## src/design/l1_cache_pkg.sv

```systemverilog
// ****************************************
// shared word, geometry and register definitions
// for the two-way L1 data cache, imported by every block
// ****************************************
package l1_cache_pkg;

    // word and address width
    localparam int WORD_W = 16;
    typedef logic [WORD_W-1:0] word_t;

    // cache geometry
    localparam int BLOCK_SIZE   = 2;     // words per block
    localparam int ASSOC        = 2;     // ways
    localparam int N_SET        = 64;
    localparam int N_SET_BITS   = 6;
    localparam int N_OFF_BITS   = 1;
    localparam int N_FRAME_BITS = 1;
    localparam int N_TAG_BITS   = WORD_W - N_SET_BITS - N_OFF_BITS;   // 9

    typedef word_t [BLOCK_SIZE-1:0] block_t;    // one cache block, word 0 in the low slot

    // word address seen either whole or split into tag/set/offset
    typedef union packed {
        word_t raw;
        struct packed {
            logic [N_TAG_BITS-1:0] tag;
            logic [N_SET_BITS-1:0] set;
            logic [N_OFF_BITS-1:0] offset;
        } fields;
    } cache_addr_u;

    // register map
    localparam logic [1:0] CSR_CTRL   = 2'd0;
    localparam logic [1:0] CSR_HITS   = 2'd1;
    localparam logic [1:0] CSR_MISSES = 2'd2;

    localparam int CTRL_EN_BIT    = 0;    // cache enable
    localparam int CTRL_FLUSH_BIT = 1;    // write 1 to invalidate, reads 0

    // controller states
    localparam logic [2:0] ST_IDLE      = 3'd0;
    localparam logic [2:0] ST_HIT_READ  = 3'd1;   // sram word on rdata, ready
    localparam logic [2:0] ST_MEM_WRITE = 3'd2;   // write-through of a hit
    localparam logic [2:0] ST_FILL_WAIT = 3'd3;   // block fetch, fill on ack
    localparam logic [2:0] ST_REREAD    = 3'd4;   // read the filled block back
    localparam logic [2:0] ST_BYPASS    = 3'd5;   // uncached or write-miss access
    localparam logic [2:0] ST_DONE      = 3'd6;   // ready for memory-side accesses

endpackage
```

## src/design/sram_wrapper.sv

```systemverilog
// ****************************************
// synchronous data SRAM, one block per set and way
// read data appears on the edge after output_enable
// ****************************************
`timescale 1ns/100ps

module sram_wrapper (
    input  logic                                  CLK,
    input  logic                                  rst_n,
    input  logic [l1_cache_pkg::N_SET_BITS-1:0]   set_bits,
    input  logic [l1_cache_pkg::N_FRAME_BITS-1:0] frame_bits,
    input  logic                                  chip_select,
    input  logic                                  write_enable,
    input  logic                                  output_enable,
    input  l1_cache_pkg::block_t                  input_data,
    output l1_cache_pkg::block_t                  output_data
);
    import l1_cache_pkg::*;

    block_t data_mem [N_SET][ASSOC];    // set x way array of blocks

    // write port, only when output_enable is low
    always_ff @(posedge CLK) begin
        if (chip_select && write_enable && !output_enable) begin
            data_mem[set_bits][frame_bits] <= input_data;
        end
    end

    // registered read port, holds its value between reads
    always_ff @(posedge CLK or negedge rst_n) begin
        if (!rst_n) begin
            output_data <= '0;
        end else if (chip_select && output_enable && !write_enable) begin
            output_data <= data_mem[set_bits][frame_bits];
        end
    end

endmodule

```

## config.mk

```make
export PLATFORM = sky130hd
export DESIGN_NAME = sram_wrapper
export DESIGN_NICKNAME = d
export VERILOG_FILES = /design/src/design/l1_cache_pkg.sv /design/src/design/sram_wrapper.sv
export SDC_FILE = /design/constraint.sdc
export NUM_CORES = 2
export LEC_CHECK = 0
export CAP_MARGIN = 10
export CORE_ASPECT_RATIO = 0.5
export CORE_MARGIN = 2
export CORE_UTILIZATION = 35
export DETAILED_ROUTE_END_ITERATION = 6
export DONT_BUFFER_PORTS = 1
export HOLD_SLACK_MARGIN = 0.12
export PLACE_DENSITY = 0.51
export SLEW_MARGIN = 10
export SYNTH_ARGS = -nofsm -noshare
export SYNTH_HDL_FRONTEND = slang
export SYNTH_SLANG_ARGS = --single-unit
```

## constraint.sdc

```tcl
create_clock -name CLK -period 2.6 [get_ports CLK]
set_input_delay 0.13 -clock CLK [delete_from_list [all_inputs] [get_ports CLK]]
set_output_delay 0.13 -clock CLK [all_outputs]
set_load 0.03 [all_outputs]
```

==> flow_metrics.py <==
metrics = {
    "yosys": {
        "seq_area_frac_synth": 0.780,
        "synthAdderAreaFrac": 0,
        "synthXorXnorAreaFrac": 0,
        "synthMuxAreaShare": 0.103,
        "synth_cell_types": 70,
        "syn_nets": 8505,
        "synth_top_family_by_area": "multiplexers",
        "synth_area_um2": 159000,
        "yosys_warnings": 0,
        "async_flop_share": 0.00775,
        "synth-simple-area-share": 0.0186,
        "synth-compound-area-share": 0.0773,
        "syn-mean-instance-area_um2": 18.8,
        "synth_seq_cells": 4128,
        "synth_cells": 8461,
        "synth_enable_flop_cells": 4096,
        "ys.flop_type": "edfxtp_1",
    },
    "place": {
        "dp_cells": 15100,
        "gp_congestion": 0.911,
        "io_buffers": 0,
        "place_ws_ps": -1590,
        "dp_hpwl_mm": 359,
    },
    "sta": {
        "fin_worst_skew_ps": 70.6,
        "hold_violations": 0,
        "max_slew_margin": -0.166,
        "hold_slack_ps": 83.5,
        "setup_slack_ps": -570,
        "max_freq_ghz": 0.315,
        "worst_pin_slew_ps": 1750,
        "maxSlewViolCount": 180,
        "min_period_ps": 3170,
        "finalCritPeriodShare": 1.22,
        "setup_viol": 642,
        "rsz0062_at_grt": "yes",
    },
    "setup_path": {
        "startpoint_type": "input pin",
        "arrival_ps": 4020,
        "critical_path.top_delay_family": "compound AO/OA/AOI/OAI gates",
        "criticalPathCategory": "input pin to flop",
        "cp-end-kind": "flop",
        "slowest_delay_ps": 750,
        "crit_fanout": 559,
        "worstPathCellList": "nor2b_4 -> buf_12 -> buf_4 -> a221o_1 -> a222oi_1 -> o22ai_2 -> nor4_4 -> buf_6 -> nor3_4",
        "critPathBufInv": 3,
        "cp_data_required_time_ps": 3450,
        "slowest_stage": "a222oi_1",
    },
    "clocking": {
        "numCtsBuffers": 391,
        "cts_tree": "yes",
        "h-tree-depth": 5,
        "root_buffer": "clkbuf_16",
        "clk_pin_slew_ps": 70,
        "cts.sinks": 4128,
        "insertion_delay_ps": 980,
        "max-clock-path-buffers": 4,
    },
    "layout": {
        "layout_common_cells": "edfxtp_1, mux2i_1, buf_4",
        "layout_commonest_cell": "edfxtp_1",
        "drive_gt1_frac": 0.246,
        "fin_cells": 15900,
        "layout.nets": 9681,
        "area_delta_synth_final_pct": 21.1,
    },
    "die": {
        "num_rows": 174,
        "core_um2": 451000,
        "start_util": 0.352,
        "dieHeight_um": 480,
        "dieArea_um2": 459000,
        "die_w_um": 957,
        "io_pins": 76,
    },
    "grt": {
        "grt_overflow": 0,
        "grt_usage": 0.260,
        "grt_pass1_vias": 88700,
        "grt_pass1_wl_mm": 817,
        "grt_max_degree": 849,
        "antenna_found_initial": 77,
    },
    "run_status": {
        "run_status": "complete, but fails checks",
        "violations": "DRC, slew limit, setup timing",
    },
    "drt": {
        "dr.pass1.iters": 7,
        "drt_iter0_markers": 19900,
        "routed_wl_mm": 627,
        "num_vias": 96400,
        "ant_nets": 0,
        "routedWlPerCell_um": 39.3,
        "drcViolationCount": 4,
        "vias_per_cell": 6.05,
    },
    "power": {
        "power.density_nw_per_um2": 731,
        "power.leakage_uw": 0.0632,
        "ir_drop_uv": 540,
    },
    "flow_run": {
        "drv_cap": 0,
    },
    "hold_path": {
        "worstHoldPathType": "input pin to flop",
    },
}
-- state kept, by name (all words and copies together), names as in the netlist --
| register | flops |
|---|---|
| data_mem | 4096 |
| output_data | 32 |
-- worst paths after layout --
kind	slack (ps)	depth (start not counted)	to	from
max in group asynchronous	1860	4	output_data[2]	rst_n
worst max register to register	-430	7	output_data[11]	data_mem[50][11]
worst max-delay path	-570	9	output_data[11]	set_bits[0]
worst min register to register	770	3	output_data[31]	output_data[31]
min in group asynchronous	370	4	output_data[27]	rst_n
worst min-delay path	80	6	output_data[18]	set_bits[1]
-- cell type report --
class | count | area, um2
multi-input combinational | 3763 | 33100
tap | 5984 | 7490
clock buffer | 490 | 10300
sequential | 4128 | 124000
clock inverter | 211 | 1870
antenna | 17 | 42.5
fill | 39500 | 258000
timing repair buffer | 1350 | 15700
inverter | 3 | 31.3
-- metrics by stage --
stage	power (uW)	area (um2)	util	setup TNS [ps]
2_1_floorplan	78700	159000	-	-855100
3_3_place_gp	82300	177000	0.394	-30320
6_report	141000	192000	0.427	-86070
5_1_grt	144000	192000	0.427	-19770
4_1_cts	140000	191000	0.425	-649
3_5_place_dp	82300	177000	0.394	-26810
-- power by group --
part | internal [uW] | switching [uW]
Clock | 31000 | 25700
Sequential | 73300 | 596
Combinational | 3300 | 6810
-- worst min-delay path: cells and delay by family --
| kind | cells | cell delay (ps) |
|---|---|---|
| AO/OA/AOI/OAI | 4 | 510 |
| buffers and inverters | 1 | 150 |
| multiplexers | 1 | 170 |
-- synthesized netlist by cell type (26+ instances only) --
cell type / number / area (um2)
a211oi_1: 30 / 225
a22oi_1: 215 / 1610
nor4_1: 26 / 163
o21ai_0: 270 / 1350
a21oi_1: 218 / 1090
a31oi_1: 35 / 219
buf_1: 41 / 154
a221o_1: 67 / 671
nand2_1: 145 / 544
mux2i_1: 946 / 9470
buf_4: 131 / 983
clkbuf_1: 141 / 529
edfxtp_1: 4096 / 123000
dfrtp_1: 32 / 801
a22o_1: 103 / 902
nand3_1: 69 / 345
nor2_1: 336 / 1260
mux2_2: 172 / 1940
buf_6: 73 / 822
o22ai_1: 351 / 2200
mux4_2: 212 / 4770
a221oi_1: 314 / 2750
buf_2: 177 / 886
-- layer usage --
metal | up-vias | part of all wire | wire length, um | GRT usage
li1 | 37500 | - | - | -
met1 | 51200 | 0.40 | 253000 | 0.380
met2 | 6676 | 0.42 | 265000 | 0.374
met3 | 997 | 0.13 | 83500 | 0.0723
met4 | 28 | 0.039 | 24600 | 0.0854
met5 | - | 0.00030 | 187 | 0
-- cells by family after synthesis --
logic type             after synthesis
multiplexers                      1340
flip-flops                        4128
AND/OR/NAND/NOR                    678
AO/OA/AOI/OAI                     1744
buffers and inverters              571
-- timing repair --
item | CTS | global route
hold buffers | 95 | 3
setup buffers | 0 | 3
pin swaps | 1 | 15
resized for setup | 26 | 36
gates cloned | 0 | 18
hold endpoints to repair | 4245 | 14
setup endpoints to repair | 14 | 32
Note: power is estimated with default switching activity, not from simulation.
