File: src/design/l1_cache_pkg.sv
// ****************************************
// shared word, geometry and register definitions
// for the two-way L1 data cache, imported by every block
// ****************************************
package l1_cache_pkg;

    // word and address width
    localparam int WORD_W = 16;
    typedef logic [WORD_W-1:0] word_t;

    // cache geometry
    localparam int BLOCK_SIZE   = 2;     // words per block
    localparam int ASSOC        = 2;     // ways
    localparam int N_SET        = 64;
    localparam int N_SET_BITS   = 6;
    localparam int N_OFF_BITS   = 1;
    localparam int N_FRAME_BITS = 1;
    localparam int N_TAG_BITS   = WORD_W - N_SET_BITS - N_OFF_BITS;   // 9

    typedef word_t [BLOCK_SIZE-1:0] block_t;    // one cache block, word 0 in the low slot

    // word address seen either whole or split into tag/set/offset
    typedef union packed {
        word_t raw;
        struct packed {
            logic [N_TAG_BITS-1:0] tag;
            logic [N_SET_BITS-1:0] set;
            logic [N_OFF_BITS-1:0] offset;
        } fields;
    } cache_addr_u;

    // register map
    localparam logic [1:0] CSR_CTRL   = 2'd0;
    localparam logic [1:0] CSR_HITS   = 2'd1;
    localparam logic [1:0] CSR_MISSES = 2'd2;

    localparam int CTRL_EN_BIT    = 0;    // cache enable
    localparam int CTRL_FLUSH_BIT = 1;    // write 1 to invalidate, reads 0

    // controller states
    localparam logic [2:0] ST_IDLE      = 3'd0;
    localparam logic [2:0] ST_HIT_READ  = 3'd1;   // sram word on rdata, ready
    localparam logic [2:0] ST_MEM_WRITE = 3'd2;   // write-through of a hit
    localparam logic [2:0] ST_FILL_WAIT = 3'd3;   // block fetch, fill on ack
    localparam logic [2:0] ST_REREAD    = 3'd4;   // read the filled block back
    localparam logic [2:0] ST_BYPASS    = 3'd5;   // uncached or write-miss access
    localparam logic [2:0] ST_DONE      = 3'd6;   // ready for memory-side accesses

endpackage
File: src/design/tag_array.sv
// ****************************************
// tags, valid bits and LRU bit per set
// combinational lookup, fill/touch/clear on the clock edge
// ****************************************
`timescale 1ns/100ps

module tag_array (
    input  logic                                  CLK,
    input  logic                                  rst_n,
    input  l1_cache_pkg::cache_addr_u             lookup_addr,
    input  logic                                  fill,
    input  logic [l1_cache_pkg::N_FRAME_BITS-1:0] fill_way,
    input  logic                                  touch,
    input  logic [l1_cache_pkg::N_FRAME_BITS-1:0] touch_way,
    input  logic                                  clear,
    output logic                                  hit,
    output logic [l1_cache_pkg::N_FRAME_BITS-1:0] hit_way,
    output logic [l1_cache_pkg::N_FRAME_BITS-1:0] victim_way
);
    import l1_cache_pkg::*;

    logic [N_TAG_BITS-1:0]       tags [N_SET][ASSOC];
    logic [N_SET-1:0][ASSOC-1:0] valid;
    logic [N_SET-1:0]            lru;        // way to replace next
    logic [ASSOC-1:0]            way_hit;
    logic [N_SET_BITS-1:0]       set_idx;

    assign set_idx = lookup_addr.fields.set;

    // compare both ways at once
    always_comb begin
        for (int w = 0; w < ASSOC; w++) begin
            way_hit[w] = valid[set_idx][w] && (tags[set_idx][w] == lookup_addr.fields.tag);
        end
    end

    assign hit     = |way_hit;
    assign hit_way = way_hit[1];    // two ways, so way 1 or else way 0

    // free way first, way 0 before way 1, then LRU
    always_comb begin
        if (!valid[set_idx][0]) victim_way = 1'b0;
        else if (!valid[set_idx][1]) victim_way = 1'b1;
        else victim_way = lru[set_idx];
    end

    always_ff @(posedge CLK) begin
        if (fill) tags[set_idx][fill_way] <= lookup_addr.fields.tag;
    end

    always_ff @(posedge CLK or negedge rst_n) begin
        if (!rst_n) begin
            valid <= '0;
            lru   <= '0;
        end else if (clear) begin       // flush, whole array in one cycle
            valid <= '0;
            lru   <= '0;
        end else if (fill) begin
            valid[set_idx][fill_way] <= 1'b1;
            lru[set_idx]             <= ~fill_way;   // other way is now older
        end else if (touch) begin
            lru[set_idx] <= ~touch_way;
        end
    end

endmodule

File: config.mk
export PLATFORM = sky130hd
export DESIGN_NAME = tag_array
export DESIGN_NICKNAME = d
export VERILOG_FILES = /design/src/design/l1_cache_pkg.sv /design/src/design/tag_array.sv
export SDC_FILE = /design/constraint.sdc
export NUM_CORES = 1
export LEC_CHECK = 0
export ABC_AREA = 1
export CAP_MARGIN = 20
export CORE_AREA = 2 2 455 366
export DETAILED_ROUTE_END_ITERATION = 6
export DIE_AREA = 0 0 457 368
export DONT_BUFFER_PORTS = 1
export HOLD_SLACK_MARGIN = 0.03
export SETUP_SLACK_MARGIN = 0.5
export SYNTH_ARGS = -nofsm -noshare
export SYNTH_HDL_FRONTEND = slang
export SYNTH_SLANG_ARGS = --single-unit
File: constraint.sdc
create_clock -name CLK -period 3.8 [get_ports CLK]
set_input_delay 1.14 -clock CLK [delete_from_list [all_inputs] [get_ports CLK]]
set_output_delay 1.14 -clock CLK [all_outputs]
set_load 0.005 [all_outputs]
==> metrics.log <==
INFO  metric grt_pass1_wl = 249200 um
INFO  metric timing.critical_path.mode_cell = nand2_1
INFO  metric synth_largest_area_cell = edfxtp_1
INFO  metric rr_endpoint = lru[51]$_DFFE_PN0P_
INFO  metric max_slew_margin = 0.2401
INFO  metric io_buffers = 0
INFO  metric violations_in_the_final_reports = setup timing
INFO  metric diodes = 0
INFO  metric core_footprint = 163700 um2
INFO  metric postSynthAreaPerCell = a little over 10 um2
INFO  metric final.setup_skew = 0 ps
INFO  metric yosysWarnings = 0
INFO  metric timing.critical_path.slowest_cell_delay = 320 ps
INFO  metric clkSlewWorstSetupHoldPaths = around 60 ps
INFO  metric start_util = 0.3481
INFO  metric comb_power_share = 0.061
INFO  metric synth.top_cells.by_area = edfxtp_1 (61%), nand2_1 (14%), dfrtp_1 (8.4%), nor2_1 (4.4%), o21ai_0 (2.6%)
INFO  metric viasPerCell = about 5.2
INFO  metric synth.cell_area = 57010 um2
INFO  metric hold_violations = 0
INFO  metric worst_setup_path_startpoint = lookup_addr[1]
INFO  metric synth_edf_count = 1152
INFO  metric worstSetupStartpointType = input pin
INFO  metric place.detailed.hpwl = 96550 um
INFO  metric power.leakage = 27.22 nW
INFO  metric tightestPinTransition = 1140 ps
INFO  metric cts-buffers-inserted = 132
INFO  metric synth.cells.most_frequent = nand2_1 (2088), edfxtp_1 (1152), nor2_1 (665), o21ai_0 (297), inv_1 (280)
INFO  metric reg2regPathDepth = 4
INFO  metric routed_wire_length_per_instance = 22.26 um
INFO  metric numClockSinks = about 1300
INFO  metric clkLatencyLatePin = 760 ps
INFO  metric crit_path_end_kind = output port
INFO  metric chipWidth = 457 um
INFO  metric drc = 0
INFO  metric num-fill-cells = 15530
INFO  metric critPathKind = in -> out
INFO  metric drt_iter0_drc = 5352
INFO  metric finalNonFillerCells = 8037
INFO  metric async_reset_ff_frac = 0.1429
INFO  metric ys_seq_elements = between 1000 and 1500
INFO  metric timing.final.crit_period = 4624 ps
INFO  metric grt_start_max_net_pins = 788
INFO  metric syn_inst_count = 5502
INFO  metric power_switching = 6.978 mW
INFO  metric cp_data_arrival_time = 3480 ps
INFO  metric die-height = around 370 um
INFO  metric layout.nets = slightly below 6000
INFO  metric grt_pass1_vias = about 38000
INFO  metric switching_share = 0.2260
INFO  metric synth.yosys.seq_area_share = 0.6911
INFO  metric cts_buffer_depth = 3
INFO  metric grt-ovfl-total = 0
INFO  metric vias = 41650
INFO  metric clk_root_buffer_cell = clkbuf_16
INFO  metric synth.top_cell.area_share = 0.6068
INFO  metric rr_startpoint = lru[51]$_DFFE_PN0P_
INFO  metric totalNegativeSetupSlack = -2396 ps
INFO  metric routabilityCongestion = 0.9053
INFO  metric type_of_the_most_critical_hold_path = in -> async
INFO  metric area_delta_synth_final = 19.49%
INFO  metric timing.reg2reg.setup_slack = 2980 ps
INFO  metric setup_violations = 3
INFO  metric postRouteAntennaNets = 0
INFO  metric finalWorstSetupSlack = -823.9 ps
INFO  metric max_freq = 216.3 MHz
INFO  metric synth.lib_cells_used.distinct = 32
INFO  metric io_pins = 26
INFO  metric whs = 89.60 ps
INFO  metric final-max-slew-violation-count = 0
INFO  metric synth_ff_type = edfxtp_1
INFO  metric worst-endpoint-required = 2660 ps
INFO  metric rows = 133
INFO  metric place.detailed.instances = 7734
INFO  metric drv.max_cap_violation_count = 0
INFO  metric h-tree-depth = 4
INFO  metric drt_wl_total = 178900 um
INFO  metric number_of_antenna_violations_at_the_first_check_in_global_routing = 2
INFO  metric post-route-period-util = 1.217
INFO  metric vdd_ir_drop_max = approximately 0.4 mV
INFO  metric p_int = 23.90 mW
INFO  metric cts_tree = yes
INFO  metric unrepaired_setup_endpoints_after_global_routing = true
INFO  metric design.die.area = 168200 um2
INFO  metric drt-pass1-iter-count = 6
INFO  metric power_density = 453.3 nW/um2
INFO  metric synthesis.nets = roughly 5500
INFO  metric run_status = finished with violations
INFO  metric slowest_stage = or2_2
INFO  metric critical_path.max_fanout = 104
INFO  metric sequentialPowerShare = 0.521
INFO  metric final_layout_size_suffix_gt1_frac = 0.1431
INFO  metric groute.usage.overall = 0.1966
INFO  metric yosysMostFrequentCell = nand2_1
INFO  metric relative_contribution_of_the_clock_network_to_total_power = 0.418
INFO  metric worstPathCellList = buf_16 -> buf_12 -> clkbuf_16 -> or2_2 -> o211ai_1 -> nand2_1 -> o21ai_4 -> nand2_1 -> nor2_2 -> nand3_1 -> nand2_1 -> nand2_1 -> nor2_2 -> nand3_4 -> nand2_4
## placed cells by master (no fill, tap or decap), types with 93 or more instances in the layout
cell       count
edfxtp_1    1152
nor2_1       629
nand2_1     2019
inv_1        275
o211ai_1     125
dfrtp_1      192
o21ai_1       93
o21ai_0      193
buf_4        309
clkbuf_16    152
## power by group through the flow
| stage | sequential (mW) | combinational (mW) | clock, mW |
|---|---|---|---|
| 2_1_floorplan | 16.4 | 0.990 | 0 |
| 3_3_place_gp | 16.4 | 1.43 | 0 |
| 3_5_place_dp | 16.4 | 1.43 | 0 |
| 4_1_cts | 16.1 | 1.53 | 13.0 |
| 5_1_grt | 16.1 | 2.01 | 13.6 |
| 6_report | 16.1 | 1.88 | 12.9 |
## per-stage QoR
step / utilization / worst slack, ps / instance area [um2] / power (mW)
2_1_floorplan: - / 91.24 / 57250 / 17.40
3_3_place_gp: 0.3793 / -1314 / 62110 / 17.83
3_5_place_dp: 0.3793 / -1111 / 62110 / 17.84
4_1_cts: 0.4089 / -809.4 / 66950 / 30.64
5_1_grt: 0.4160 / -832.8 / 68120 / 31.70
6_report: 0.4160 / -823.9 / 68120 / 30.88
## kinds of logic after synthesis
group,Yosys count,synth area share
AO/OA/AOI/OAI,648,0.06881
buffers and inverters,588,0.04258
AND/OR/NAND/NOR,2922,0.1975
flip-flops,1344,0.6911
## critical path: cells and delay by family
| kind | cells | cell delay, ps |
|---|---|---|
| buffers and inverters | 3 | 550 |
| AND/OR/NAND/NOR | 10 | 1390 |
| AO/OA/AOI/OAI | 2 | 320 |
## area by class of cell
class / count / area, um2 / share of cell area
clock inverter: 61 / 545.5 / 0.008008
inverter: 285 / 1095 / 0.01607
tap: 2160 / 2703 / 0.03967
timing repair buffer: 435 / 4882 / 0.07167
clock buffer: 180 / 3626 / 0.05323
multi-input combinational: 3570 / 15840 / 0.2326
timing repair inverter: 2 / 28.78 / 0.0004225
sequential: 1344 / 39400 / 0.5784
## registers in the layout (all words and copies together) (netlist names)
signal and cells:
tags 1152, lru 64, valid 128
## timing repair
action                                  4_1_cts  5_1_grt
setup buffers                                 7       11
gates cloned                                 11       29
pin swaps                                    26       48
endpoints found under the setup margin        3     1340
gates resized for setup                     108      147
hold endpoints to repair                      1        0
hold buffers                                  1        0
## worst max path at each step
stage,end,slack (ps)
3_5_place_dp,hit,-1110
2_1_floorplan,hit,90
6_report,hit,-820
3_3_place_gp,hit,-1310
4_1_cts,hit,-810
5_1_grt,hit,-830
## per-layer routing
metal  track usage  up-vias  wire length, um
li1              -    18890                -
met1        0.2918    20530            79740
met2        0.2877     1972            77070
met3       0.04130      258            17780
met4       0.05916        0             4336
met5             0        -                0
Power figures use the tool's default switching activity.
