$ cat src/design/l1_cache_pkg.sv
// ****************************************
// shared word, geometry and register definitions
// for the two-way L1 data cache, imported by every block
// ****************************************
package l1_cache_pkg;

    // word and address width
    localparam int WORD_W = 16;
    typedef logic [WORD_W-1:0] word_t;

    // cache geometry
    localparam int BLOCK_SIZE   = 2;     // words per block
    localparam int ASSOC        = 2;     // ways
    localparam int N_SET        = 64;
    localparam int N_SET_BITS   = 6;
    localparam int N_OFF_BITS   = 1;
    localparam int N_FRAME_BITS = 1;
    localparam int N_TAG_BITS   = WORD_W - N_SET_BITS - N_OFF_BITS;   // 9

    typedef word_t [BLOCK_SIZE-1:0] block_t;    // one cache block, word 0 in the low slot

    // word address seen either whole or split into tag/set/offset
    typedef union packed {
        word_t raw;
        struct packed {
            logic [N_TAG_BITS-1:0] tag;
            logic [N_SET_BITS-1:0] set;
            logic [N_OFF_BITS-1:0] offset;
        } fields;
    } cache_addr_u;

    // register map
    localparam logic [1:0] CSR_CTRL   = 2'd0;
    localparam logic [1:0] CSR_HITS   = 2'd1;
    localparam logic [1:0] CSR_MISSES = 2'd2;

    localparam int CTRL_EN_BIT    = 0;    // cache enable
    localparam int CTRL_FLUSH_BIT = 1;    // write 1 to invalidate, reads 0

    // controller states
    localparam logic [2:0] ST_IDLE      = 3'd0;
    localparam logic [2:0] ST_HIT_READ  = 3'd1;   // sram word on rdata, ready
    localparam logic [2:0] ST_MEM_WRITE = 3'd2;   // write-through of a hit
    localparam logic [2:0] ST_FILL_WAIT = 3'd3;   // block fetch, fill on ack
    localparam logic [2:0] ST_REREAD    = 3'd4;   // read the filled block back
    localparam logic [2:0] ST_BYPASS    = 3'd5;   // uncached or write-miss access
    localparam logic [2:0] ST_DONE      = 3'd6;   // ready for memory-side accesses

endpackage
$ cat src/design/cache_csr.sv
// ****************************************
// control register and hit/miss counters
// writes on the clock edge, reads are combinational
// ****************************************
`timescale 1ns/100ps

module cache_csr (
    input  logic                CLK,
    input  logic                rst_n,
    input  logic                csr_we,
    input  logic [1:0]          csr_addr,
    input  l1_cache_pkg::word_t csr_wdata,
    output l1_cache_pkg::word_t csr_rdata,
    input  logic                hit_pulse,
    input  logic                miss_pulse,
    output logic                cache_en,
    output logic                flush_pulse
);
    import l1_cache_pkg::*;

    word_t hits;
    word_t misses;
    logic  wr_ctrl;
    logic  wr_hits;
    logic  wr_misses;

    assign wr_ctrl   = csr_we && (csr_addr == CSR_CTRL);
    assign wr_hits   = csr_we && (csr_addr == CSR_HITS);
    assign wr_misses = csr_we && (csr_addr == CSR_MISSES);

    always_ff @(posedge CLK or negedge rst_n) begin
        if (!rst_n) begin
            cache_en    <= 1'b0;
            flush_pulse <= 1'b0;
            hits        <= '0;
            misses      <= '0;
        end else begin
            flush_pulse <= wr_ctrl && csr_wdata[CTRL_FLUSH_BIT];   // self clearing
            if (wr_ctrl) cache_en <= csr_wdata[CTRL_EN_BIT];

            // counters saturate at all ones, any write clears
            if (wr_hits) hits <= '0;
            else if (hit_pulse && (hits != '1)) hits <= hits + 1'b1;

            if (wr_misses) misses <= '0;
            else if (miss_pulse && (misses != '1)) misses <= misses + 1'b1;
        end
    end

    always_comb begin
        csr_rdata = '0;
        case (csr_addr)
            CSR_CTRL:   csr_rdata[CTRL_EN_BIT] = cache_en;   // flush bit reads 0
            CSR_HITS:   csr_rdata = hits;
            CSR_MISSES: csr_rdata = misses;
            default:    csr_rdata = '0;
        endcase
    end

endmodule

$ cat config.mk
export PLATFORM = sky130hd
export DESIGN_NAME = cache_csr
export DESIGN_NICKNAME = d
export VERILOG_FILES = /design/src/design/l1_cache_pkg.sv /design/src/design/cache_csr.sv
export SDC_FILE = /design/constraint.sdc
export NUM_CORES = 1
export LEC_CHECK = 0
export BUFFER_PORTS_ARGS = -buffer_cell sky130_fd_sc_hd__buf_2
export CORE_MARGIN = 10
export CORE_UTILIZATION = 35
export DETAILED_ROUTE_END_ITERATION = 16
export MAX_ROUTING_LAYER = met4
export SYNTH_ARGS = -nofsm -noshare
export SYNTH_HDL_FRONTEND = slang
export SYNTH_SLANG_ARGS = --single-unit
$ cat constraint.sdc
create_clock -name CLK -period 2.3 [get_ports CLK]
set_input_delay 0.46 -clock CLK [delete_from_list [all_inputs] [get_ports CLK]]
set_output_delay 0.46 -clock CLK [all_outputs]
set_load 0.005 [all_outputs]
==> results.json, run 1 <==
{
  "io_pins": 41,
  "crit_type": "in2out",
  "path_buf_inv": 3,
  "cts_max_level": 2,
  "hp-class": "in2async",
  "gr-total-overflow": 0,
  "antenna_cells": 0,
  "synth_top_area_share_pct": 39.4,
  "hold_buffers": 0,
  "dpl.hpwl_um": 3830,
  "cts_tree": "yes",
  "syn_nets": 269,
  "setup_violations": 0,
  "slew_viol_final": 0,
  "syn_area_per_cell_um2": 9.00,
  "critPathMostFrequentCell": "buf_2",
  "yosysSeqAreaShare_pct": 39.4,
  "grt_max_degree": 35,
  "synth_flop_cell": "dfrtp_1",
  "start_util_pct": 36.3,
  "crit_family": "adder cells",
  "cts.sinks": 34,
  "dpl_cell_area_um2": 2370,
  "maxCapViolCount": 0,
  "fin_nets": 294,
  "wl_per_cell_um": 15.0,
  "synth_cell_types": 43,
  "slowest_stage": "ha_1",
  "antenna_found_initial": 0,
  "fin_tns_setup_ps": 0,
  "clkLatencyLatePin_ps": 290,
  "die_w_um": 98.6,
  "post-synth-top-count-cell": "dfrtp_1",
  "cts.clk_slew.worst_paths_ps": 60,
  "multi_input_area_um2": 1240,
  "first_global_vias": 1894,
  "die_y_um": 98.6,
  "fin_crit_sh_pct": 92.0,
  "clock_skew_ps": 5.35,
  "ir_drop_v": 0.000366,
  "grtUsageTotal_pct": 11.1,
  "synth_edf_count": 0,
  "io_buffers": 26,
  "totalPowerFinal_mw": 1.47,
  "seq_area_um2": 851,
  "rsz0062_at_grt": "false",
  "syn_inst": 240,
  "cts-resized-gates": 0,
  "worst_setup_path_end_kind": "output port",
  "drc": 0,
  "netlist_top_cells_count": "34 x dfrtp_1, 32 x nor2_1, 16 x nor2b_1, 15 x a22oi_1, 13 x xor2_1",
  "drtAntennaViolNets": 0,
  "drive_gt1_share_pct": 17.7,
  "synthTopCellsByArea": "dfrtp_1 39%, nor2_1 5.6%, xor2_1 5.3%",
  "root_buffer": "clkbuf_8",
  "synth_seq_cells": 34,
  "worstMarginPinSlew_ps": 781,
  "hold_viol_final": 0,
  "grt_pass1_wl_um": 8890,
  "synth.cell_area_um2": 2160,
  "post-synth-top-area-cell": "dfrtp_1",
  "max_freq_ghz": 0.473,
  "syn2layout_area_growth_pct": 13.1,
  "power.static_leakage_nw": 1.06,
  "power_density_nw_per_um2": 599,
  "coreArea_um2": 5960,
  "wl_um": 5100,
  "ys_warn_count": 0,
  "cts_buffers": 5,
  "cp_max_fo": 17,
  "num_rows": 28,
  "required_ps": 1840,
  "async_reset_ff_share_pct": 100,
  "period_needed_ps": 2120,
  "via_per_inst": 5.42,
  "place_congestion": 0.839,
  "max_stage_delay_ps": 510,
  "first_iter_violations": 83,
  "num_vias": 1843,
  "postCtsSetupBuffers": 0,
  "crit_chain": "buf_2 -> inv_1 -> ha_1 -> a22oi_1 -> nor2b_1 -> buf_2",
  "status": "finished clean",
  "setup.worst_path.start_class": "primary input",
  "clock_path_buffers": 2,
  "cp_data_arrival_time_ps": 1660,
  "design.die.area_um2": 9720,
  "max_slew_margin_pct": 47.9,
  "design_area_um2": 2440,
  "nFillCells": 624,
  "first_pass_iters": 4
}
[state kept, by name, indices dropped and copies added, names as in the netlist]
register,flops
flush_pulse,1
hits,16
misses,16
cache_en,1
[logic make-up (layout without fill, tap and decap cells)]
family	Yosys count	count (layout)	synth area share [%]
AND/OR/NAND/NOR	121	121	31.7
AO/OA/AOI/OAI	39	39	12.4
flip-flops	34	34	39.4
XOR/XNOR	18	18	7.30
buffers and inverters	17	42	3.36
adder cells (fa/ha/maj)	6	6	3.47
multiplexers	5	5	2.37
[final timing paths]
path                                     endpoint  depth (start not counted)  slack [ps]                  start
max                                  csr_rdata[7]                          6         180            csr_addr[1]
min                           hits[0]$_DFFE_PN0P_                          1         250                  rst_n
max reg2reg                misses[10]$_DFFE_PN0P_                          6         400  misses[0]$_DFFE_PN0P_
min reg2reg                  cache_en$_DFFE_PN0P_                          1         540   cache_en$_DFFE_PN0P_
max in group asynchronous   misses[3]$_DFFE_PN0P_                          1        1550                  rst_n
min in group CLK             cache_en$_DFFE_PN0P_                          2         400           csr_wdata[0]
[power breakdown]
| group | total [mW] | internal [mW] | switching (mW) | leakage [nW] |
|---|---|---|---|---|
| clock | 0.416 | 0.208 | 0.207 | 0.0383 |
| combinational | 0.253 | 0.118 | 0.135 | 0.561 |
| sequential | 0.796 | 0.672 | 0.124 | 0.462 |
| total | 1.47 | 0.998 | 0.467 | 1.06 |
[metrics by stage]
stage          utilization (%)  hold slack [ps]  setup slack [ps]  cells
2_1_floorplan                -              164               432    240
3_3_place_gp              39.8              518               218    333
3_5_place_dp              39.8              523               198    333
4_1_cts                   41.1              275               198    340
5_1_grt                   41.1              303              33.5    340
6_report                  41.1              251               184    340
[worst register-to-register path, delay by kind of cell, from the launching register on]
kind,cells,cell delay (ps)
adders and majority gates,1,210
DFF,1,430
muxes,1,180
and+or+nand+nor,4,970
[layout by cell type, fill, tap and decap left out, drive strengths merged, types with 2 or more instances in the layout]
cell type | netlist | layout
nand2 | 12 | 12
o21a | 2 | 2
or3 | 3 | 3
ha | 6 | 6
a211oi | 3 | 3
and3 | 6 | 6
or2 | 3 | 3
clkbuf | 12 | 7
mux2i | 4 | 4
nor4 | 3 | 3
and2 | 2 | 2
nor3 | 12 | 12
xnor2 | 5 | 5
a21oi | 6 | 6
a22oi | 15 | 15
nor2b | 16 | 16
nand4 | 13 | 13
nand3 | 12 | 12
inv | 3 | 3
o21ai | 6 | 6
dfrtp | 34 | 34
o211ai | 3 | 3
xor2 | 13 | 13
nor2 | 33 | 33
and4 | 3 | 3
buf | 2 | 32
[metal layers]
layer	share of wire (%)	track usage, %	vias up
met5	0	-	-
met4	1.5	3.86	0
met3	2.9	2.72	7
met2	52	19.3	23
met1	44	12.2	901
li1	-	-	912
[cell type report]
class	count	share of cell area, %
multi-input combinational	189	50.6
sequential	34	34.8
timing repair buffer	32	7.16
tap	75	3.84
clock buffer	7	3.12
inverter	3	0.461
Note: power is estimated with default switching activity, not from simulation.
==> run 2, diff against run 1 <==
--- a/config.mk
+++ b/config.mk
@@ -5,10 +5,10 @@
 export SDC_FILE = /design/constraint.sdc
 export NUM_CORES = 1
 export LEC_CHECK = 0
-export BUFFER_PORTS_ARGS = -buffer_cell sky130_fd_sc_hd__buf_2
 export CORE_MARGIN = 10
 export CORE_UTILIZATION = 35
 export DETAILED_ROUTE_END_ITERATION = 16
+export DONT_BUFFER_PORTS = 1
 export MAX_ROUTING_LAYER = met4
 export SYNTH_ARGS = -nofsm -noshare
 export SYNTH_HDL_FRONTEND = slang
==> results.json, run 2 (synthesis gave the netlist of run 1 again) <==
{
  "status": "finished clean",
  "critPathLaunch": "misses[0]$_DFFE_PN0P_",
  "crit_type": "reg2reg",
  "totalPowerFinal_mw": 1.44,
  "first_global_vias": 1692,
  "cts.clk_slew.worst_paths_ps": 60,
  "antenna_found_initial": 0,
  "cp_data_arrival_time_ps": 2080,
  "wl_um": 5030,
  "cts_tree": "yes",
  "drive_gt1_share_pct": 8.40,
  "max_stage_delay_ps": 500,
  "grtUsageTotal_pct": 11.0,
  "power_density_nw_per_um2": 621,
  "num_rows": 28,
  "cp_max_fo": 8,
  "design.die.area_um2": 9720,
  "maxCapViolCount": 0,
  "grt_max_degree": 35,
  "fin_crit_sh_pct": 84.1,
  "num_vias": 1721,
  "worstMarginPinSlew_ps": 593,
  "hold_buffers": 1,
  "hold_viol_final": 0,
  "final_cell_mix": "34 x dfrtp_1, 32 x nor2_1, 16 x nor2b_1, 15 x a22oi_1, 13 x xor2_1",
  "max_freq_ghz": 0.517,
  "ir_drop_v": 0.000370,
  "required_ps": 2450,
  "max_slew_margin_pct": 60.4,
  "cts-resized-gates": 0,
  "cts_buffers": 5,
  "worst_slack_ps": 366,
  "setup_violations": 0,
  "r2r-start": "misses[0]$_DFFE_PN0P_",
  "setup.worst_path.start_class": "flip-flop",
  "drtAntennaViolNets": 0,
  "grt_pass1_wl_um": 8760,
  "fin_nets": 267,
  "clock_path_buffers": 2,
  "drc": 0,
  "first_iter_violations": 69,
  "wl_per_cell_um": 16.1,
  "rsz0062_at_grt": "false",
  "dpl.hpwl_um": 3700,
  "place_congestion": 0.818,
  "period_needed_ps": 1930,
  "coreArea_um2": 5960,
  "crit_chain": "ha_1 -> nand3_1 -> nor4_4 -> nand2b_1 -> mux2i_1 -> nor2_1",
  "die_y_um": 98.6,
  "root_buffer": "clkbuf_8",
  "worst_setup_path_end_kind": "flip-flop",
  "final_common_cell": "dfrtp_1",
  "die_w_um": 98.6,
  "hp-class": "in2async",
  "nFillCells": 618,
  "power.static_leakage_nw": 0.931,
  "gr-total-overflow": 0,
  "post-place-ws_ps": 371,
  "io_buffers": 0,
  "clock_skew_ps": 1.11,
  "fin_tns_setup_ps": 0,
  "first_pass_iters": 4,
  "cts_max_level": 2,
  "start_util_pct": 36.3,
  "postCtsSetupBuffers": 0,
  "cts.sinks": 34,
  "io_pins": 41,
  "slowest_stage": "nor4_4",
  "via_per_inst": 5.50,
  "reg_top3": "hits (16), misses (16)",
  "antenna_cells": 0,
  "clkLatencyLatePin_ps": 280,
  "slew_viol_final": 0,
  "syn2layout_area_growth_pct": 7.35
}
run 2: changes by cell type in the layout (fill, tap and decap cells not counted), sizes merged:
cell  delta
buf     -27
run 2: layout make-up:
| class | instances | area (µm²) | area share [%] |
|---|---|---|---|
| multi-input combinational | 189 | 1240 | 53.3 |
| sequential | 34 | 851 | 36.7 |
| tap | 75 | 93.8 | 4.05 |
| clock buffer | 7 | 76.3 | 3.29 |
| timing repair buffer | 5 | 50.0 | 2.16 |
| inverter | 3 | 11.3 | 0.485 |
run 2: worst max-delay path: cells and delay by family, from the launching register on:
| kind | cells | cell delay, ps |
|---|---|---|
| adders and majority gates | 1 | 210 |
| DFF | 1 | 430 |
| muxes | 1 | 190 |
| and+or+nand+nor | 4 | 960 |
run 2: path summary, 6_finish.rpt:
kind                       slack (ps)  cells after the start                      to
max reg2reg                       370                      6   misses[1]$_DFFE_PN0P_
min in group CLK                  320                      1    cache_en$_DFFE_PN0P_
max in group asynchronous        2110                      1  misses[12]$_DFFE_PN0P_
min reg2reg                       550                      1    hits[14]$_DFFE_PN0P_
min                                 4                      1    hits[11]$_DFFE_PN0P_
max                               370                      6   misses[1]$_DFFE_PN0P_
run 2: per-stage QoR:
step | cell area (µm²) | std cells | util (%) | hold WS (ps)
3_3_place_gp | 2220 | 305 | 37.3 | 166
2_1_floorplan | 2160 | 240 | - | 164
6_report | 2320 | 313 | 38.9 | 3.79
3_5_place_dp | 2220 | 305 | 37.3 | 166
5_1_grt | 2320 | 313 | 38.9 | 8.90
4_1_cts | 2320 | 313 | 38.9 | 3.46
run 2: per-layer routing:
metal  vias up  wire (µm)  track usage (%)
met2        34       2490             17.8
met4         0         69             3.31
li1        856          -                -
met3         6        281             3.42
met5         -          0                -
met1       825       2200             12.9
run 2: report_power, final:
group | internal [mW] | switching (mW)
Sequential | 0.672 | 0.128
Clock | 0.208 | 0.203
Combinational | 0.106 | 0.125
Total | 0.986 | 0.455
==> run 3, diff against run 2 <==
==> constraint.sdc (replaced) <==
create_clock -name CLK -period 1.65 [get_ports CLK]
set_input_delay 0.33 -clock CLK [delete_from_list [all_inputs] [get_ports CLK]]
set_output_delay 0.33 -clock CLK [all_outputs]
set_load 0.005 [all_outputs]
==> results.json, run 3 (synthesis gave the netlist of run 1 again) <==
{
  "status": "finished clean",
  "required_ps": 1320,
  "num_rows": 28,
  "design.die.area_um2": 9720,
  "power_density_nw_per_um2": 857,
  "clock_skew_ps": 2.46,
  "seq_area_um2": 853,
  "first_pass_iters": 4,
  "r2r-start": "misses[13]$_DFFE_PN0P_",
  "cts.sinks": 34,
  "cp_max_fo": 3,
  "first_global_vias": 1791,
  "setup.worst_path.start_class": "flip-flop",
  "drive_gt1_share_pct": 23.2,
  "critPathLaunch": "hits[0]$_DFFE_PN0P_",
  "first_iter_violations": 84,
  "grt_max_degree": 35,
  "cp_data_arrival_time_ps": 1290,
  "place_congestion": 0.834,
  "drtAntennaViolNets": 0,
  "io_pins": 41,
  "gr-total-overflow": 0,
  "crit_type": "reg2out",
  "cts_buffers": 5,
  "grt_pass1_wl_um": 9010,
  "max_stage_delay_ps": 440,
  "antenna_cells": 0,
  "worstMarginPinSlew_ps": 624,
  "slew_viol_final": 0,
  "via_per_inst": 5.49,
  "max_freq_ghz": 0.619,
  "die_y_um": 98.6,
  "fin_crit_sh_pct": 97.9,
  "final_cell_mix": "32 x nor2_1, 32 x dfrtp_1, 32 x buf_4, 16 x nor2b_1, 15 x a22oi_1",
  "cts_max_level": 2,
  "post-place-ws_ps": -27.6,
  "num_vias": 1898,
  "cts.clk_slew.worst_paths_ps": 70,
  "multi_input_area_um2": 1310,
  "period_needed_ps": 1620,
  "rsz0062_at_grt": "true",
  "hold_start": "csr_wdata[0]",
  "slowest_stage": "dfrtp_2",
  "start_util_pct": 36.3,
  "antenna_found_initial": 0,
  "hold_viol_final": 0,
  "fin_nets": 300,
  "die_w_um": 98.6,
  "dpl.hpwl_um": 4080,
  "reg_top3": "hits (16), misses (16)",
  "clock_path_buffers": 2,
  "cts_tree": "yes",
  "path_buf_inv": 1,
  "grtUsageTotal_pct": 11.5,
  "hp-class": "in2reg",
  "root_buffer": "clkbuf_8",
  "crit_family": "flip-flops",
  "worst_setup_path_end_kind": "output port",
  "syn2layout_area_growth_pct": 24.1,
  "io_buffers": 0,
  "maxCapViolCount": 0,
  "max_slew_margin_pct": 58.4,
  "wl_um": 5580,
  "wl_per_cell_um": 16.1,
  "drc": 0,
  "totalPowerFinal_mw": 2.30,
  "nFillCells": 592,
  "worst_slack_ps": 34.8,
  "ir_drop_v": 0.000700,
  "crit_chain": "buf_12 -> a222oi_1 -> nor2_1",
  "setup_violations": 0,
  "clkLatencyLatePin_ps": 290,
  "coreArea_um2": 5960,
  "power.static_leakage_nw": 1.11
}
run 3: cell types whose count changed in the layout (fill, tap and decap cells not counted), moves of 2 or more:
cell,previous run,this run
buf_6,0,2
nor3_1,11,8
dfrtp_1,34,32
ha_4,0,2
dfrtp_2,0,2
nor3_2,1,3
buf_12,1,3
ha_1,6,4
buf_4,4,32
run 3: path summary, 6_finish.rpt:
| check | depth (start not counted) | slack [ps] | endpoint |
|---|---|---|---|
| worst max-delay path | 3 | 30 | csr_rdata[0] |
| worst max register to register | 5 | 50 | misses[11]$_DFFE_PN0P_ |
| max in group asynchronous | 2 | 970 | hits[1]$_DFFE_PN0P_ |
| worst min register to register | 1 | 560 | hits[14]$_DFFE_PN0P_ |
| min in group asynchronous | 2 | 490 | hits[0]$_DFFE_PN0P_ |
| worst min-delay path | 1 | 200 | cache_en$_DFFE_PN0P_ |
run 3: area by class of cell:
cell class	instances	share of cell area, %
tap	75	3.50
timing repair buffer	38	12.4
sequential	34	31.8
multi-input combinational	189	49.0
inverter	3	0.420
clock buffer	7	2.85
run 3: per-layer routing:
layer	global-route usage, %	part of all wire [%]	vias up
met5	-	0	-
met4	2.98	0.48	0
met3	3.28	4.7	2
met2	18.8	51	37
met1	13.5	44	932
li1	-	-	927
run 3: metrics by stage:
step	hold WS (ps)	instance area (µm²)	TNS (ps)	instances	utilization, %
2_1_floorplan	34.4	2190	0	240	-
3_3_place_gp	36.1	2470	-22.9	333	41.5
6_report	195	2680	0	346	45.0
5_1_grt	186	2680	-272	346	45.0
4_1_cts	186	2580	0	342	43.3
3_5_place_dp	36.2	2470	-51.5	333	41.5
run 3: where the power goes:
group	switching (mW)	internal (mW)
logic	0.298	0.325
clock network	0.301	0.291
registers	0.142	0.942
run 3: what timing repair did:
action | 4_1_cts | 5_1_grt
buffers inserted | 0 | 4
endpoints found under the setup margin | 3 | 20
hold buffers | 2 | 0
pin swaps | 1 | 6
endpoints found under the hold margin | 34 | 0
gates resized for setup | 0 | 13
