**config.mk**
```make
export PLATFORM = sky130hd
export DESIGN_NAME = cache_ctrl
export DESIGN_NICKNAME = d
export VERILOG_FILES = /design/src/design/l1_cache_pkg.sv /design/src/design/cache_ctrl.sv
export SDC_FILE = /design/constraint.sdc
export NUM_CORES = 1
export LEC_CHECK = 0
export BUFFER_PORTS_ARGS = -buffer_cell sky130_fd_sc_hd__buf_2
export CORE_MARGIN = 5
export CORE_UTILIZATION = 43
export CTS_CLUSTER_SIZE = 12
export DETAILED_ROUTE_END_ITERATION = 10
export GPL_TIMING_DRIVEN = 0
export PLACE_DENSITY = 0.82
export SYNTH_ARGS = -nofsm -noshare
export SYNTH_HDL_FRONTEND = slang
export SYNTH_SLANG_ARGS = --single-unit
```
**constraint.sdc**
```tcl
create_clock -name CLK -period 2.9 [get_ports CLK]
set_input_delay 0.435 -clock CLK [delete_from_list [all_inputs] [get_ports CLK]]
set_output_delay 0.435 -clock CLK [all_outputs]
set_load 0.1 [all_outputs]
```
**src/design/l1_cache_pkg.sv**
```systemverilog
// ****************************************
// shared word, geometry and register definitions
// for the two-way L1 data cache, imported by every block
// ****************************************
package l1_cache_pkg;

    // word and address width
    localparam int WORD_W = 16;
    typedef logic [WORD_W-1:0] word_t;

    // cache geometry
    localparam int BLOCK_SIZE   = 2;     // words per block
    localparam int ASSOC        = 2;     // ways
    localparam int N_SET        = 64;
    localparam int N_SET_BITS   = 6;
    localparam int N_OFF_BITS   = 1;
    localparam int N_FRAME_BITS = 1;
    localparam int N_TAG_BITS   = WORD_W - N_SET_BITS - N_OFF_BITS;   // 9

    typedef word_t [BLOCK_SIZE-1:0] block_t;    // one cache block, word 0 in the low slot

    // word address seen either whole or split into tag/set/offset
    typedef union packed {
        word_t raw;
        struct packed {
            logic [N_TAG_BITS-1:0] tag;
            logic [N_SET_BITS-1:0] set;
            logic [N_OFF_BITS-1:0] offset;
        } fields;
    } cache_addr_u;

    // register map
    localparam logic [1:0] CSR_CTRL   = 2'd0;
    localparam logic [1:0] CSR_HITS   = 2'd1;
    localparam logic [1:0] CSR_MISSES = 2'd2;

    localparam int CTRL_EN_BIT    = 0;    // cache enable
    localparam int CTRL_FLUSH_BIT = 1;    // write 1 to invalidate, reads 0

    // controller states
    localparam logic [2:0] ST_IDLE      = 3'd0;
    localparam logic [2:0] ST_HIT_READ  = 3'd1;   // sram word on rdata, ready
    localparam logic [2:0] ST_MEM_WRITE = 3'd2;   // write-through of a hit
    localparam logic [2:0] ST_FILL_WAIT = 3'd3;   // block fetch, fill on ack
    localparam logic [2:0] ST_REREAD    = 3'd4;   // read the filled block back
    localparam logic [2:0] ST_BYPASS    = 3'd5;   // uncached or write-miss access
    localparam logic [2:0] ST_DONE      = 3'd6;   // ready for memory-side accesses

endpackage
```
**src/design/cache_ctrl.sv**
```systemverilog
// ****************************************
// cache controller FSM: lookup, hit read, write-through,
// miss fill and bypass, drives SRAM strobes and tag updates
// ****************************************
`timescale 1ns/100ps

module cache_ctrl (
    input  logic                                  CLK,
    input  logic                                  rst_n,
    // cpu side
    input  logic                                  req,
    input  logic                                  we,
    input  l1_cache_pkg::word_t                   addr,
    input  l1_cache_pkg::word_t                   wdata,
    output l1_cache_pkg::word_t                   rdata,
    output logic                                  ready,
    // control registers
    input  logic                                  cache_en,
    input  logic                                  flush_pulse,
    output logic                                  hit_pulse,
    output logic                                  miss_pulse,
    // tag array
    input  logic                                  hit,
    input  logic [l1_cache_pkg::N_FRAME_BITS-1:0] hit_way,
    input  logic [l1_cache_pkg::N_FRAME_BITS-1:0] victim_way,
    output l1_cache_pkg::cache_addr_u             lookup_addr,
    output logic                                  fill,
    output logic [l1_cache_pkg::N_FRAME_BITS-1:0] fill_way,
    output logic                                  touch,
    output logic [l1_cache_pkg::N_FRAME_BITS-1:0] touch_way,
    output logic                                  clear,
    // data sram
    input  l1_cache_pkg::block_t                  sram_rdata,
    output logic                                  chip_select,
    output logic                                  write_enable,
    output logic                                  output_enable,
    output logic [l1_cache_pkg::N_SET_BITS-1:0]   set_bits,
    output logic [l1_cache_pkg::N_FRAME_BITS-1:0] frame_bits,
    output l1_cache_pkg::block_t                  sram_wdata,
    // memory side
    input  l1_cache_pkg::block_t                  mem_rdata,
    input  logic                                  mem_ack,
    output logic                                  mem_req,
    output logic                                  mem_we,
    output l1_cache_pkg::word_t                   mem_addr,
    output l1_cache_pkg::block_t                  mem_wdata
);
    import l1_cache_pkg::*;

    logic [2:0]              state;
    logic [2:0]              state_nxt;
    cache_addr_u             req_addr;    // incoming address, decoded
    cache_addr_u             addr_q;      // address of the access in flight
    word_t                   wdata_q;
    word_t                   resp_q;      // word returned by memory
    logic                    we_q;
    logic [N_FRAME_BITS-1:0] way_q;       // hit way or fill victim
    logic                    merge_q;     // first cycle of a write hit
    logic                    idle;
    logic                    accept;
    block_t                  merged;

    assign req_addr.raw = addr;
    assign idle         = (state == ST_IDLE);
    assign accept       = idle && req;      // req while busy is dropped

    // lookup uses the live address only in the req cycle
    assign lookup_addr = idle ? req_addr : addr_q;
    assign set_bits    = lookup_addr.fields.set;
    assign fill_way    = way_q;
    assign touch_way   = hit_way;
    assign clear       = flush_pulse;

    // old block from the sram read on the req edge, new word patched in
    always_comb begin
        merged = sram_rdata;
        merged[addr_q.fields.offset] = wdata_q;
    end

    always_comb begin
        state_nxt     = state;
        chip_select   = 1'b0;
        write_enable  = 1'b0;
        output_enable = 1'b0;
        frame_bits    = way_q;
        sram_wdata    = merged;
        fill          = 1'b0;
        touch         = 1'b0;
        hit_pulse     = 1'b0;
        miss_pulse    = 1'b0;
        case (state)
            ST_IDLE: begin
                if (req && !cache_en) begin
                    state_nxt = ST_BYPASS;      // not counted
                end else if (req && hit) begin
                    hit_pulse     = 1'b1;
                    touch         = 1'b1;
                    chip_select   = 1'b1;       // read issued on the req edge
                    output_enable = 1'b1;
                    frame_bits    = hit_way;
                    state_nxt     = we ? ST_MEM_WRITE : ST_HIT_READ;
                end else if (req) begin
                    miss_pulse = 1'b1;
                    state_nxt  = we ? ST_BYPASS : ST_FILL_WAIT;   // no write allocate
                end
            end
            ST_MEM_WRITE: begin
                chip_select  = merge_q;         // sram write-back once, memory in parallel
                write_enable = merge_q;
                if (mem_ack) state_nxt = ST_DONE;
            end
            ST_FILL_WAIT: begin
                if (mem_ack) begin              // block goes straight into the victim way
                    chip_select  = 1'b1;
                    write_enable = 1'b1;
                    sram_wdata   = mem_rdata;
                    fill         = 1'b1;
                    state_nxt    = ST_REREAD;
                end
            end
            ST_REREAD: begin
                chip_select   = 1'b1;
                output_enable = 1'b1;
                state_nxt     = ST_HIT_READ;
            end
            ST_BYPASS: begin
                if (mem_ack) state_nxt = ST_DONE;
            end
            default: state_nxt = ST_IDLE;       // hit read and done last one cycle
        endcase
    end

    assign ready = (state == ST_HIT_READ) || (state == ST_DONE);
    assign rdata = (state == ST_DONE) ? resp_q : sram_rdata[addr_q.fields.offset];

    // memory port, level request held until ack
    assign mem_req   = (state == ST_MEM_WRITE) || (state == ST_FILL_WAIT) ||
                       (state == ST_BYPASS);
    assign mem_we    = (state == ST_MEM_WRITE) || ((state == ST_BYPASS) && we_q);
    assign mem_addr  = {addr_q.fields.tag, addr_q.fields.set, {N_OFF_BITS{1'b0}}};
    assign mem_wdata = {BLOCK_SIZE{wdata_q}};   // word in every slot, memory picks one

    always_ff @(posedge CLK or negedge rst_n) begin
        if (!rst_n) begin
            state   <= ST_IDLE;
            merge_q <= 1'b0;
        end else begin
            state   <= state_nxt;
            merge_q <= accept && cache_en && hit && we;
        end
    end

    always_ff @(posedge CLK) begin
        if (accept) begin
            addr_q  <= req_addr;
            wdata_q <= wdata;
            we_q    <= we;
            way_q   <= hit ? hit_way : victim_way;
        end
        if ((state == ST_BYPASS) && mem_ack) resp_q <= mem_rdata[addr_q.fields.offset];
    end

endmodule

```
==> results of run 1 <==
[routing by layer]
| layer | vias up | track usage | share of wire |
|---|---|---|---|
| li1 | 1643 | - | - |
| met1 | 1590 | 0.2669 | 0.37 |
| met2 | 206 | 0.4319 | 0.51 |
| met3 | 22 | 0.05813 | 0.10 |
| met4 | 2 | 0.07669 | 0.020 |
| met5 | - | 0 | 0.00088 |
[flip-flops by register name (all words and copies together) (netlist names)]
signal,cells
wdata_q,16
resp_q,16
addr_q,16
fill_way,1
we_q,1
state,3
merge_q,1
[per-stage QoR]
stage / setup slack (ns) / setup TNS (ns) / std cells / util
floorplan: -0.02224 / -0.1750 / 334 / -
global route: 0.03727 / 0 / 683 / 0.6278
detailed placement: 0.2867 / 0 / 674 / 0.6162
finish: 0.1630 / 0 / 683 / 0.6278
CTS: 0.01264 / 0 / 683 / 0.6274
global placement: -0.03932 / -1.245 / 674 / 0.6161
[area by class of cell]
class	count	area share
buffer	63	0.08282
clock buffer	6	0.01421
clock inverter	2	0.001715
inverter	5	0.003676
multi-input combinational	212	0.3259
sequential	54	0.3136
tap	105	0.02573
timing repair buffer	236	0.2323
[critical path, delay by kind of cell, from the launching register on]
family / cells / cell delay (ns)
AOI/OAI and AO/OA: 1 / 0.09
DFF: 1 / 0.40
and+or+nand+nor: 1 / 0.11
buffers and inverters: 4 / 1.39
[placed cells by master (no fill, tap or decap), drive strengths merged, types with 2 or more instances in the layout]
master,Yosys,final
a21o,2,2
a21oi,51,51
and2,3,3
and4b,2,2
buf,61,294
clkbuf,2,10
clkinv,0,2
dfrtp,4,4
edfxtp,50,50
inv,5,5
mux2,34,34
mux2i,49,49
nand2,3,3
nor2,51,51
o21ai,3,3
[cells by family (layout without fill, tap and decap cells)]
group | after synthesis | after routing
other | 1 | 1
AO/OA/AOI/OAI | 62 | 62
multiplexers | 83 | 83
flip-flops | 54 | 54
adder cells (fa/ha/maj) | 1 | 1
buffers and inverters | 68 | 312
AND/OR/NAND/NOR | 65 | 65
[timing repair]
action,4_1_cts,5_1_grt
endpoints found under the hold margin,4,0
hold buffers,1,0
setup endpoints to repair,0,15
resized for setup,0,2
[worst paths after layout]
check	start	to	slack, ns	cells after the start
max reg2reg	state[1]	wdata_q[9]	0.50	4
min reg2reg	state[1]	state[0]	0.63	2
max	state[1]	sram_wdata[4]	0.16	6
min in group asynchronous	rst_n	merge_q	0.46	2
min	wdata[2]	wdata_q[2]	0.30	1
max in group asynchronous	rst_n	state[2]	2.32	2
==> out/summary.md, run 1 <==
### Run status
• result of the run: finished, final reports clean

### Setup path
• peak fanout along the critical path: 10
• critical path, cell by cell: buf_6 > nand4b_1 > buf_2 > buf_1 > a21oi_2 > buf_2
• critical path's slowest cell: sky130_fd_sc_hd__buf_1
• critical path's most frequent cell: sky130_fd_sc_hd__buf_2
• worst path arrival time: 2.30 ns
• category of the most critical setup path: flop to output port
• nature of the critical path startpoint: flop
• required time at the endpoint of the critical path: 2.47 ns
• critical path endpoint category: output port
• worst stage delay on the critical path: 0.70 ns

### CTS
• clock tree root buffer cell: sky130_fd_sc_hd__clkbuf_8
• H-tree Lvls: 2
• # Post-CTS Setup Buffers: 0
• TritonCTS Sinks: 54
• Clk pin slew, worst setup/hold paths: 0.10 ns
• total clock buffers created by CTS: 5
• clock tree from TritonCTS: done
• clock insertion delay at the later pin of the skew report: 0.30 ns
• maximum clock path buffer count: 2

### STA
• Post-Route Skew: 0.004795 ns
• Final Hold Fails: 0
• final max-slew violation count: 0
• measured slew at the worst slew-check pin: 0.8931 ns
• period utilization: 0.9438
• fin crit period: 2.737 ns
• Max-Slew Margin vs Limit: 0.4046
• worst hold slack across all endpoints: 0.2964 ns
• maximum operating frequency: 365.4 MHz
• Final Setup Violations: 0
• unrepaired setup endpoints after global routing: no

### Die
• total core area: 8134 um2
• area of the die: 10,200 um2
• Row Count: 33
• width of the chip: 101.0 um
• count of pins on the block boundary: 238
• Chip Height: 101.0 um
• initial cell density of the core: 0.4379

### Routing
• Avg Vias per Cell: 5.070
• average wire length per cell after detail routing: 18.29 um
• 1st-pass router iterations: 4
• via count of the routed design: 3,463
• number of DRC violations after detailed-routing iteration 0: 95
• Final ANT Viol Nets: 0
• number of design rule violations left after detail routing: 0
• total detailed-routing wirelength: 12,500 um

### Place
• detailed placement HPWL: 9711 um
• dpl cell area: 5012 um2
• number of buffer cells added on primary ports: 235
• Final GP Congestion: 0.9214

### Yosys
• top cell types by occurrence after synthesis: sky130_fd_sc_hd__a21oi_1, sky130_fd_sc_hd__nor2_1, sky130_fd_sc_hd__edfxtp_1
• Post-synth EDFFs: 50
• Synth area leader: sky130_fd_sc_hd__edfxtp_1
• gate count of the mapped netlist: 334
• share of cell area taken by muxes after synthesis: 0.2452
• post-synthesis area per instance: 10.67 um2
• ys async rst share: 0.07407
• post-synthesis share of cell area spent on xor and xnor gates: 0
• total number of yosys warnings: 0
• synth unique cells: 32
• Post-Syn Nets: 441
• share of synthesized area occupied by flip-flops and latches: 0.4496
• netlist area before placement: 3562 um2
• most instantiated flip-flop cell in the synthesis netlist: sky130_fd_sc_hd__edfxtp_1
• Post-Synth Adder-Cell Area: 0.003512
• share of synthesized cell area in and, or, nand and nor gates: 0.08360
• fraction of the mapped netlist area in compound gates: 0.09378
• largest family of logic cells by synthesized area: multiplexers
• top post-synthesis cells by area: sky130_fd_sc_hd__edfxtp_1, sky130_fd_sc_hd__mux2i_1, sky130_fd_sc_hd__mux2_2
• number of synthesized register bits: 54
• Synth top area share: 0.4215

### Global routing
• GR Util All Layers: 0.2358
• pin count of the biggest net entering global routing: 35
• antenna violations before repair: 1
• first-pass GRT wire length: 18,640 um
• via count of the first global-routing pass: 3,585
• Remaining Overflow, GRT: 0

### Min path
• Hold WC Path Type: input pin to flop

### Final layout
• number of fill cells: 690
• signed area change from the synthesized netlist to the final layout: 43.34%
• final non-filler cell area: 5106 um2
• Storage cell area: 1602 um2
• Antenna Diode Count: 0
• area used by multi-input combinational logic: 1664 um2
• nets@finish: 684
• proportion of layout cells with a drive suffix above 1: 0.6436

### Flow run
• number of violations of the max-capacitance limit: 0

Power of run 1 is left out: the tool's default activity adds up to more than one toggle a clock period on the data nets, which glitch-free logic cannot reach.
==> inputs of run 2 (changes only) <==
--- a/config.mk
+++ b/config.mk
@@ -14,2 +14,3 @@
 export PLACE_DENSITY = 0.82
+export SKIP_CTS_REPAIR_TIMING = 1
 export SYNTH_ARGS = -nofsm -noshare
==> constraint.sdc (replaced) <==
create_clock -name CLK -period 2.9 [get_ports CLK]
set_input_delay 0.58 -clock CLK [delete_from_list [all_inputs] [get_ports CLK]]
set_output_delay 0.58 -clock CLK [all_outputs]
set_load 0.1 [all_outputs]
==> run 2 against run 1 <==
Register-to-register slack better by 0.37 ns. First-iteration DRC count is 38% higher. Sequential share of layout area shrank 0.36 points.
==> out/summary.md, run 2 (synthesized netlist as in run 1, its figures left out) <==
### Final layout
• proportion of layout cells with a drive suffix above 1: 0.6557, was 0.6436
• commonest cells after routing, fill and taps aside: sky130_fd_sc_hd__buf_2, sky130_fd_sc_hd__nor2_1, sky130_fd_sc_hd__edfxtp_1, sky130_fd_sc_hd__mux2i_1, sky130_fd_sc_hd__buf_4, unchanged
• number of fill cells: 697, was 690
• final non-filler cell area: 5166 um2, was 5106 um2
• largest registers ranked by flip-flop count: addr_q (16), resp_q (16), wdata_q (16), unchanged
• most common cell after layout, fill and taps aside: sky130_fd_sc_hd__buf_2, unchanged
• nets@finish: 684, unchanged
• signed area change from the synthesized netlist to the final layout: 45.03%, was 43.34%
• Antenna Diode Count: 0, unchanged

### Place
• dpl cell area: 5017 um2, was 5012 um2
• number of buffer cells added on primary ports: 235, unchanged
• detailed placement HPWL: 9828 um, was 9711 um
• Final GP Congestion: 1.014, was 0.9214

### Die
• Chip Height: 101.0 um, unchanged
• total core area: 8134 um2, unchanged
• width of the chip: 101.0 um, unchanged
• count of pins on the block boundary: 238, unchanged
• area of the die: 10,200 um2, unchanged
• initial cell density of the core: 0.4379, unchanged
• Row Count: 33, unchanged

### Run status
• result of the run: finished, final reports clean, unchanged

### Routing
• routed metal-1 wire length: 4768 um, was 4582 um
• detailed-routed wire length on met2: 6400 um, was 6348 um
• uppermost routed layer: met5, unchanged
• via count of the routed design: 3,470, was 3,463
• number of design rule violations left after detail routing: 0, unchanged
• total detailed-routing wirelength: 12,580 um, was 12,500 um
• Final ANT Viol Nets: 0, unchanged
• routed wl met3: 1222 um, was 1298 um
• Avg Vias per Cell: 5.081, was 5.070
• average wire length per cell after detail routing: 18.42 um, was 18.29 um
• number of DRC violations after detailed-routing iteration 0: 131, was 95
• 1st-pass router iterations: 4, unchanged

### Setup path
• required time at the endpoint of the critical path: 2.32 ns, was 2.47 ns
• peak fanout along the critical path: 10, unchanged
• critical path's most frequent cell: sky130_fd_sc_hd__buf_2, unchanged
• largest delay contributor family on the critical path: buffers and inverters, unchanged
• worst path arrival time: 2.21 ns, was 2.30 ns
• category of the most critical setup path: flop to output port, unchanged
• nature of the critical path startpoint: flop, unchanged
• worst stage delay on the critical path: 0.43 ns, was 0.70 ns
• critical path's slowest cell: sky130_fd_sc_hd__buf_2, was sky130_fd_sc_hd__buf_1
• critical path endpoint category: output port, unchanged
• Buf/Inv on CP: 4, unchanged
• critical path, cell by cell: buf_6 > nand4b_1 > buf_2 > clkbuf_2 > nor2_1 > a21oi_2 > buf_2, was buf_6 > nand4b_1 > buf_2 > buf_1 > a21oi_2 > buf_2

### Global routing
• Remaining Overflow, GRT: 0, unchanged
• via count of the first global-routing pass: 3,611, was 3,585
• GR Util All Layers: 0.2390, was 0.2358
• antenna violations before repair: 1, unchanged
• pin count of the biggest net entering global routing: 35, unchanged
• first-pass GRT wire length: 18,860 um, was 18,640 um

### CTS
• TritonCTS Sinks: 54, unchanged
• maximum clock path buffer count: 2, unchanged
• clock tree from TritonCTS: done, unchanged
• clock insertion delay at the later pin of the skew report: 0.31 ns, was 0.30 ns
• Clk pin slew, worst setup/hold paths: 0.10 ns, about the same
• H-tree Lvls: 2, unchanged
• clock tree root buffer cell: sky130_fd_sc_hd__clkbuf_8, unchanged
• total clock buffers created by CTS: 5, unchanged

### STA
• final max-slew violation count: 0, unchanged
• Final Hold Fails: 0, unchanged
• measured slew at the worst slew-check pin: 0.8513 ns, was 0.8931 ns
• Final Setup Violations: 0, unchanged
• maximum operating frequency: 358.7 MHz, was 365.4 MHz
• period utilization: 0.9613, was 0.9438
• unrepaired setup endpoints after global routing: no, unchanged
• Max-Slew Margin vs Limit: 0.4325, was 0.4046
• Post-Route Skew: 0.007353 ns, was 0.004795 ns
• fin crit period: 2.788 ns, was 2.737 ns

### Flow run
• number of violations of the max-capacitance limit: 0, unchanged

### Min path
• Hold WC Path Type: input pin to asynchronous set/reset pin, was input pin to flop

run 2: per-stage QoR:
stage | utilization | TNS (ns) | cells | hold WS, ns | setup WS [ns]
6_report | 0.6351 | 0 | 683 | 0.05500 | 0.1123
5_1_grt | 0.6351 | 0 | 683 | 0.04429 | 0.0007880
4_1_cts | 0.6302 | -1.371 | 682 | 0.04755 | -0.1618
3_5_place_dp | 0.6168 | -0.05051 | 674 | 0.3911 | -0.03745
3_3_place_gp | 0.6167 | 0 | 674 | 0.3932 | 0.02855
2_1_floorplan | - | -1.770 | 334 | 0.2844 | -0.1672
run 2: final timing paths:
path	startpoint	endpoint	slack, ns	depth (start not counted)
worst max-delay path	state[1]	sram_wdata[22]	0.11	7
max in group asynchronous	rst_n	merge_q	2.73	1
worst min-delay path	rst_n	state[2]	0.05	1
worst min register to register	state[1]	state[0]	0.62	2
min in group CLK	wdata[11]	wdata_q[11]	0.44	1
worst max register to register	state[1]	addr_q[0]	0.87	4
run 2: cell type report:
type | instances | area (um2) | area share
multi-input cells | 212 | 1669 | 0.3231
flip-flops and latches | 54 | 1602 | 0.3100
repair buffers | 236 | 1209 | 0.2340
plain buffers | 63 | 427.9 | 0.08283
well taps | 105 | 131.4 | 0.02543
clock buffers | 5 | 68.82 | 0.01332
clock inverters | 3 | 40.04 | 0.007750
inverters | 5 | 18.77 | 0.003633
run 2: worst register-to-register path, cell delays in order, from the launching register on:
cell	delay [ns]
sky130_fd_sc_hd__dfrtp_1	0.39
sky130_fd_sc_hd__buf_6	0.14
sky130_fd_sc_hd__nor3_4	0.17
sky130_fd_sc_hd__buf_4	0.22
sky130_fd_sc_hd__and2_2	0.73
run 2: layer usage:
metal / GRT usage / up-vias
met5: 0 / -
met2: 0.4284 / 180
met1: 0.2738 / 1629
met4: 0.07362 / 2
li1: - / 1647
met3: 0.06920 / 12
Power of run 2 is left out for the same reason.
